### src/corePkg.sv
package corePkg;

	// ==============================
	// response word fields
	// ==============================

	// one returned operand
	localparam int dataWidth = 64;

	// transaction tag, echoed from the request
	localparam int tagWidth = 8;

	// operand size code
	localparam int sizeWidth = 3;

	// ==============================
	// response buffers
	// ==============================

	// entries per buffer, also the credits a sender starts with
	localparam int fifoDepth = 16;

	// read and write pointer width
	localparam int ptrWidth = $clog2(fifoDepth);

	// occupancy must reach fifoDepth itself, hence one extra bit
	localparam int creditWidth = $clog2(fifoDepth + 1);

endpackage

### src/respIf.sv
`timescale 1ns/1ps

interface respIf;
	import corePkg::*;

	// response present at the source
	logic valid;

	// response fields, stable while valid waits for pop
	logic [sizeWidth-1:0] size;
	logic [tagWidth-1:0] tag;
	logic [dataWidth-1:0] data;

	// sink takes the response at the next edge
	logic pop;

	modport source
	(
		output valid, size, tag, data,
		input pop
	);

	modport sink
	(
		input valid, size, tag, data,
		output pop
	);

endinterface

### src/respFifo.sv
`timescale 1ns/1ps

module respFifo
(
	input logic EXTCLK,
	input logic rst,
	input logic wrValid,
	input logic [corePkg::sizeWidth-1:0] wrSize,
	input logic [corePkg::tagWidth-1:0] wrTag,
	input logic [corePkg::dataWidth-1:0] wrData,
	output logic credit,
	respIf.source out
);
	import corePkg::*;

	// entry storage
	logic [sizeWidth-1:0] sizeMem [fifoDepth];
	logic [tagWidth-1:0] tagMem [fifoDepth];
	logic [dataWidth-1:0] dataMem [fifoDepth];

	logic [ptrWidth-1:0] wrPtr;
	logic [ptrWidth-1:0] rdPtr;
	logic [creditWidth-1:0] entryCount;

	logic empty;
	logic full;
	logic push;
	logic pop;

	assign empty = (entryCount == '0);
	assign full = (entryCount == creditWidth'(fifoDepth));

	// a write into a full buffer is dropped; the sender broke the credit rule
	assign push = wrValid && !full;
	assign pop = out.pop && !empty;

	// ==============================
	// head entry toward the mux
	// ==============================
	assign out.valid = !empty;
	assign out.size = sizeMem[rdPtr];
	assign out.tag = tagMem[rdPtr];
	assign out.data = dataMem[rdPtr];

	// one credit back per entry leaving
	assign credit = pop;

	always_ff @(posedge EXTCLK)
	begin
		if (push)
		begin
			sizeMem[wrPtr] <= wrSize;
			tagMem[wrPtr] <= wrTag;
			dataMem[wrPtr] <= wrData;
		end
	end

	// pointers and occupancy
	always_ff @(posedge EXTCLK)
	begin
		if (rst)
		begin
			wrPtr <= '0;
			rdPtr <= '0;
			entryCount <= '0;
		end
		else
		begin
			if (push)
				wrPtr <= wrPtr + ptrWidth'(1);
			if (pop)
				rdPtr <= rdPtr + ptrWidth'(1);
			case ({push, pop})
				2'b10: entryCount <= entryCount + creditWidth'(1);
				2'b01: entryCount <= entryCount - creditWidth'(1);
				default: entryCount <= entryCount;
			endcase
		end
	end

	// ==============================
	// protocol checks
	// ==============================

	// sender wrote without holding a credit
	writeWithoutCredit: assert property (@(posedge EXTCLK) disable iff (rst)
		wrValid |-> !full)
		else $error("respFifo: write while full");

	// mux must not pop an empty buffer
	popWhenEmpty: assert property (@(posedge EXTCLK) disable iff (rst)
		out.pop |-> !empty)
		else $error("respFifo: pop while empty");

	// occupancy stays within the entries
	occupancyBound: assert property (@(posedge EXTCLK) disable iff (rst)
		entryCount <= creditWidth'(fifoDepth))
		else $error("respFifo: occupancy above depth");

endmodule

### src/dataPathMux.sv
`timescale 1ns/1ps

module dataPathMux
(
	input logic EXTCLK,
	input logic rst,
	respIf.sink netIn,
	respIf.sink streamIn,
	respIf.sink localIn,
	output logic drdy,
	output logic [corePkg::tagWidth-1:0] tag,
	output logic [corePkg::sizeWidth-1:0] size,
	output logic [corePkg::dataWidth-1:0] data
);
	import corePkg::*;

	logic netGrant;
	logic streamGrant;
	logic localGrant;
	logic anyValid;

	logic [tagWidth-1:0] selTag;
	logic [sizeWidth-1:0] selSize;
	logic [dataWidth-1:0] selData;

	// ==============================
	// fixed priority grant
	// ==============================

	// network first, then stream, local last
	assign netGrant = netIn.valid;
	assign streamGrant = streamIn.valid && !netIn.valid;
	assign localGrant = localIn.valid && !netIn.valid && !streamIn.valid;
	assign anyValid = netIn.valid || streamIn.valid || localIn.valid;

	// the granted source drops its entry at the next edge
	assign netIn.pop = netGrant;
	assign streamIn.pop = streamGrant;
	assign localIn.pop = localGrant;

	// entry selection
	always_comb
	begin
		if (netGrant)
		begin
			selTag = netIn.tag;
			selSize = netIn.size;
			selData = netIn.data;
		end
		else if (streamGrant)
		begin
			selTag = streamIn.tag;
			selSize = streamIn.size;
			selData = streamIn.data;
		end
		else
		begin
			selTag = localIn.tag;
			selSize = localIn.size;
			selData = localIn.data;
		end
	end

	// ==============================
	// output register
	// ==============================

	// one response per cycle, execution unit never stalls
	always_ff @(posedge EXTCLK)
	begin
		if (rst)
		begin
			drdy <= 1'b0;
			tag <= '0;
			size <= '0;
			data <= '0;
		end
		else
		begin
			drdy <= anyValid;
			if (anyValid)
			begin
				tag <= selTag;
				size <= selSize;
				data <= selData;
			end
		end
	end

	// only one source leaves per cycle
	singlePop: assert property (@(posedge EXTCLK) disable iff (rst)
		$onehot0({netIn.pop, streamIn.pop, localIn.pop}))
		else $error("dataPathMux: more than one pop");

	// a waiting higher source blocks the lower ones
	priorityOrder: assert property (@(posedge EXTCLK) disable iff (rst)
		(streamIn.pop |-> !netIn.valid) and
		(localIn.pop |-> !(netIn.valid || streamIn.valid)))
		else $error("dataPathMux: lower source popped over a valid higher one");

endmodule

### src/coreReturnPath.sv
`timescale 1ns/1ps

module coreReturnPath
(
	input logic EXTCLK,
	input logic rst,

	// stream controller responses
	input logic streamValid,
	input logic [corePkg::sizeWidth-1:0] streamSize,
	input logic [corePkg::tagWidth-1:0] streamTag,
	input logic [corePkg::dataWidth-1:0] streamData,
	output logic streamCredit,

	// network controller responses
	input logic netValid,
	input logic [corePkg::sizeWidth-1:0] netSize,
	input logic [corePkg::tagWidth-1:0] netTag,
	input logic [corePkg::dataWidth-1:0] netData,
	output logic netCredit,

	// local memory channel, held until read
	input logic localValid,
	input logic [corePkg::sizeWidth-1:0] localSize,
	input logic [corePkg::tagWidth-1:0] localTag,
	input logic [corePkg::dataWidth-1:0] localData,
	output logic localRead,

	// toward the execution unit
	output logic drdy,
	output logic [corePkg::tagWidth-1:0] tag,
	output logic [corePkg::sizeWidth-1:0] size,
	output logic [corePkg::dataWidth-1:0] data
);

	respIf netResp();
	respIf streamResp();
	respIf localResp();

	// ==============================
	// buffered sources
	// ==============================
	respFifo streamFifo
	(
		.EXTCLK(EXTCLK),
		.rst(rst),
		.wrValid(streamValid),
		.wrSize(streamSize),
		.wrTag(streamTag),
		.wrData(streamData),
		.credit(streamCredit),
		.out(streamResp.source)
	);

	respFifo netFifo
	(
		.EXTCLK(EXTCLK),
		.rst(rst),
		.wrValid(netValid),
		.wrSize(netSize),
		.wrTag(netTag),
		.wrData(netData),
		.credit(netCredit),
		.out(netResp.source)
	);

	// local channel goes straight to the mux
	assign localResp.valid = localValid;
	assign localResp.size = localSize;
	assign localResp.tag = localTag;
	assign localResp.data = localData;
	assign localRead = localResp.pop;

	dataPathMux coreMux
	(
		.EXTCLK(EXTCLK),
		.rst(rst),
		.netIn(netResp.sink),
		.streamIn(streamResp.sink),
		.localIn(localResp.sink),
		.drdy(drdy),
		.tag(tag),
		.size(size),
		.data(data)
	);

endmodule

### config.mk
export PLATFORM = sky130hd
export DESIGN_NAME = coreReturnPath
export DESIGN_NICKNAME = d
export VERILOG_FILES = /design/src/corePkg.sv /design/src/respIf.sv /design/src/respFifo.sv /design/src/dataPathMux.sv /design/src/coreReturnPath.sv
export SDC_FILE = /design/constraint.sdc
export NUM_CORES = 2
export LEC_CHECK = 0
export ABC_AREA = 0
export BUFFER_PORTS_ARGS = -buffer_cell sky130_fd_sc_hd__buf_4
export CAP_MARGIN = 20
export CORE_UTILIZATION = 51
export CTS_BUF_LIST = sky130_fd_sc_hd__clkbuf_4
export CTS_CLUSTER_SIZE = 20
export DETAILED_ROUTE_END_ITERATION = 12
export PLACE_DENSITY_LB_ADDON = 0.3
export RECOVER_POWER = 100
export SYNTH_ARGS = -nofsm -noshare
export SYNTH_HDL_FRONTEND = slang
export SYNTH_SLANG_ARGS = --single-unit
### constraint.sdc
create_clock -name EXTCLK -period 10.09 [get_ports EXTCLK]
set_input_delay 0.5045 -clock EXTCLK [delete_from_list [all_inputs] [get_ports EXTCLK]]
set_output_delay 0.5045 -clock EXTCLK [all_outputs]
set_load 0.05 [all_outputs]
==> flow_summary.toml <==
[synth]
yosysSeqAreaShare = 0.7732
postSynthAreaPerCell_um2 = 22.45
synth.lib_cells_used.distinct = 50
syn-num-nets = 4526
post_synth_inst_count = 4279
postSynthRegisterBits = 2510
synth-edff-count = 2400
syn_area_um2 = 96050
async_reset_ff_frac = 0
synthFlopType = "sky130_fd_sc_hd__edfxtp_1"
synth-warning-count = 0

[floorplanning]
fp.dieArea_um2 = 190100
fp-row-count = 158
core_area_um2 = 186200
ioPinCount = 309
start_util = 0.5158
die_y_um = 436.0
dieWidth_um = 436.0

[clock_tree]
clk_path_buf_depth = 4
cts.reportedPaths.clkPinSlew_ps = 60
clock_tree_from_tritoncts = "built"
clockRootBuffer = "sky130_fd_sc_hd__clkbuf_4"
tritoncts.num_buffers = 631
cts_sinks = 2510
cts.repair_timing.setup_buffer_count = 0
clkLatencyLatePin_ps = 1400
cts.repair.resized = 0
clock_tree.htree_level_count = 6
ctsHoldBuffers = 383

[pwr]
share_seq_of_total_power = 0.463
power_density_nw_per_um2 = 235.5
p_int_w = 0.01855
p_sw_frac = 0.2982
ir_drop_mv = 0.1730
power.leakage_nw = 35.80
p_sw_w = 0.007883
share_clk_of_total_power = 0.316
design_power_total_w = 0.02644
power.share.combinational = 0.221

[timing]
fin_tns_setup_ps = 0
hold_slack_ps = 134.9
max_slew.worst_pin.slew_ps = 4492
fin_crit_ps = 7369
finalSetupViolations = 0
unrepaired_setup_endpoints_after_global_routing = "false"
fmax_mhz = 135.7
timing_max_transition_violations_final = 2169
final-hold-violation-count = 0
slew_headroom = -1.995
final.setup_skew_ps = 128.4
min_period_over_period = 0.7303

[worst_setup_path]
timing.reg2reg.worst_path_depth = 6
critPathBufInv = 2
crit_path_start_kind = "flip-flop"
worst-endpoint-arrival_ps = 8180
critical-path-max-stage-delay_ps = 3120
critPathTopFamily = "buffers and inverters"
crit_fanout = 47
critical-path-top-cell-by-count = "sky130_fd_sc_hd__clkbuf_1"
path_cells = "nor4_1, a21oi_1, nand2_1, nor2_4, clkbuf_1, clkbuf_1"
slowest_stage = "sky130_fd_sc_hd__clkbuf_1"
criticalPathCategory = "reg -> reg"
timing.critical_path.to_type = "flip-flop"
worstReg2RegStart = "streamFifo.entryCount[1]$_SDFFE_PP0P_"
critical_path_required_ps = 10900
critical_path.startpoint = "streamFifo.entryCount[1]$_SDFFE_PP0P_"
worst-path-stages = 6

[cells_and_area]
area.sequential_um2 = 74300
area_growth_pct = 16.89
area_of_the_multi_input_gates_um2 = 20540
layout_commonest_cell = "sky130_fd_sc_hd__edfxtp_1"
final_layout_size_suffix_gt1_frac = 0.3457
num-nets-final = 5710
n_fill_cell = 13416
layout_common_cells = "sky130_fd_sc_hd__edfxtp_1, sky130_fd_sc_hd__clkbuf_4, sky130_fd_sc_hd__mux4_2"

[global_route]
largest_net_degree_at_the_start_of_global_routing = 138
grt_overflow = 0
grtUsageTotal = 0.2528
grt_first_pass_wirelength_mm = 346.8
first_global_vias = 52325
antenna_found_initial = 26

[routing]
drt_iter0_markers = 4959
drtAntennaViolNets = 0
drtPass1Iterations = 8
drt_drc_violations_left = 0
routedWlPerCell_um = 28.50
vias = 49803
route.final.wire_length_mm = 240.0
drt-vias-per-instance = 5.914

[placed_design]
io_buffers = 308
place_hpwl_mm = 127.5
gp_congestion = 0.7635

[min_path]
hold_path.startpoint = "localData[44]"
timing.hold.worst.class = "in -> reg"
number_of_instances_on_the_worst_hold_path = 5

[outcome]
status = "finished with violations"
failed_checks = "max-capacitance violations, max-slew violations"

[job]
drv_cap = 61
-- through the flow --
step,util,worst slack [ps],instance area [µm²],std cells
6_report,0.6029,2721,112300,8421
3_3_place_gp,0.5445,5472,101400,6927
3_5_place_dp,0.5445,5424,101400,6927
5_1_grt,0.6029,2432,112300,8419
4_1_cts,0.6071,4876,113100,8407
2_1_floorplan,-,3215,96050,4279
-- power by group through the flow --
stage	Clock, W	Sequential, W	Combinational [W]
detailed placement	0	0.0125	0.00593
CTS	0.00854	0.0122	0.00608
global route	0.00905	0.0123	0.00614
floorplan	0	0.0126	0.00360
finish	0.00835	0.0122	0.00585
global placement	0	0.0124	0.00588
-- Yosys cell counts (7+ instances only) --
| library cell | instances | area, µm² |
|---|---|---|
| sky130_fd_sc_hd__edfxtp_1 | 2400 | 72070 |
| sky130_fd_sc_hd__mux4_2 | 600 | 13510 |
| sky130_fd_sc_hd__mux2_2 | 169 | 1903 |
| sky130_fd_sc_hd__mux2i_1 | 121 | 1211 |
| sky130_fd_sc_hd__buf_2 | 112 | 560.5 |
| sky130_fd_sc_hd__nor2_1 | 112 | 420.4 |
| sky130_fd_sc_hd__dfxtp_1 | 110 | 2202 |
| sky130_fd_sc_hd__o22ai_1 | 93 | 581.8 |
| sky130_fd_sc_hd__clkbuf_1 | 83 | 311.6 |
| sky130_fd_sc_hd__nor3_1 | 68 | 340.3 |
| sky130_fd_sc_hd__a21oi_1 | 62 | 310.3 |
| sky130_fd_sc_hd__o221ai_1 | 41 | 359.1 |
| sky130_fd_sc_hd__nand2b_1 | 31 | 193.9 |
| sky130_fd_sc_hd__nand2_1 | 30 | 112.6 |
| sky130_fd_sc_hd__buf_1 | 28 | 105.1 |
| sky130_fd_sc_hd__nor2b_1 | 27 | 168.9 |
| sky130_fd_sc_hd__a211oi_1 | 25 | 187.7 |
| sky130_fd_sc_hd__a222oi_1 | 23 | 230.2 |
| sky130_fd_sc_hd__o31a_1 | 20 | 175.2 |
| sky130_fd_sc_hd__nor3_2 | 17 | 170.2 |
| sky130_fd_sc_hd__ha_1 | 16 | 200.2 |
| sky130_fd_sc_hd__buf_4 | 13 | 97.59 |
| sky130_fd_sc_hd__xor2_1 | 13 | 113.9 |
| sky130_fd_sc_hd__buf_6 | 12 | 135.1 |
| sky130_fd_sc_hd__inv_1 | 12 | 45.04 |
| sky130_fd_sc_hd__o21ai_0 | 7 | 35.03 |
-- tightest hold or removal path, stage by stage --
cell and delay (ps):
sky130_fd_sc_hd__buf_4 80, sky130_fd_sc_hd__mux2i_1 260, sky130_fd_sc_hd__o221ai_1 280, sky130_fd_sc_hd__a21oi_1 150, sky130_fd_sc_hd__nor3_1 150
-- path summary, 6_finish.rpt --
kind | endpoint | slack, ps
max | streamFifo.dataMem[7][52]$_DFFE_PP_ | 2720
min reg2reg | coreMux.data[57]$_SDFFE_PP0P_ | 490
min | coreMux.data[44]$_SDFFE_PP0P_ | 130
max reg2reg | streamFifo.dataMem[7][52]$_DFFE_PP_ | 2720
-- registers in the layout (all words and copies together) (netlist names), 3 cells and up, named ones only --
name	count
streamFifo.rdPtr	4
netFifo.dataMem	1024
streamFifo.sizeMem	48
coreMux.data	64
streamFifo.tagMem	128
netFifo.wrPtr	4
streamFifo.wrPtr	4
netFifo.tagMem	128
coreMux.tag	8
netFifo.rdPtr	4
coreMux.size	3
streamFifo.dataMem	1024
streamFifo.entryCount	5
netFifo.sizeMem	48
netFifo.entryCount	5
-- area by class of cell --
cell class	count	share of cell area
Tap cell	2480	0.02764
Antenna cell	14	0.0003120
Clock inverter	147	0.006163
Clock buffer	950	0.06352
Multi-Input combinational cell	1508	0.1830
Sequential cell	2510	0.6618
Inverter	13	0.0004346
Timing Repair Buffer	799	0.05722
-- metal layers --
layer  global-route usage  vias to the layer above  part of all wire
li1                     -                    20963                 -
met1               0.3238                    25988              0.38
met2               0.4177                     2402              0.50
met3              0.05183                      442             0.074
met4               0.1166                        8             0.043
met5                    0                        -           0.00024
-- cell families (layout without fill, tap and decap cells) --
logic type                 count (synthesis)  after routing  synth area share
xor gates and xnor gates                  19             19          0.001732
other                                      0             14                 0
muxes                                    890            890            0.1731
AOI/OAI and AO/OA                        280            280           0.02031
buffers and inverters                    261           1909           0.01310
DFF                                     2510           2510            0.7732
adders and majority gates                 17             17          0.002293
and+or+nand+nor                          302            302           0.01624
No activity file was read; power rests on OpenSTA's default activity.
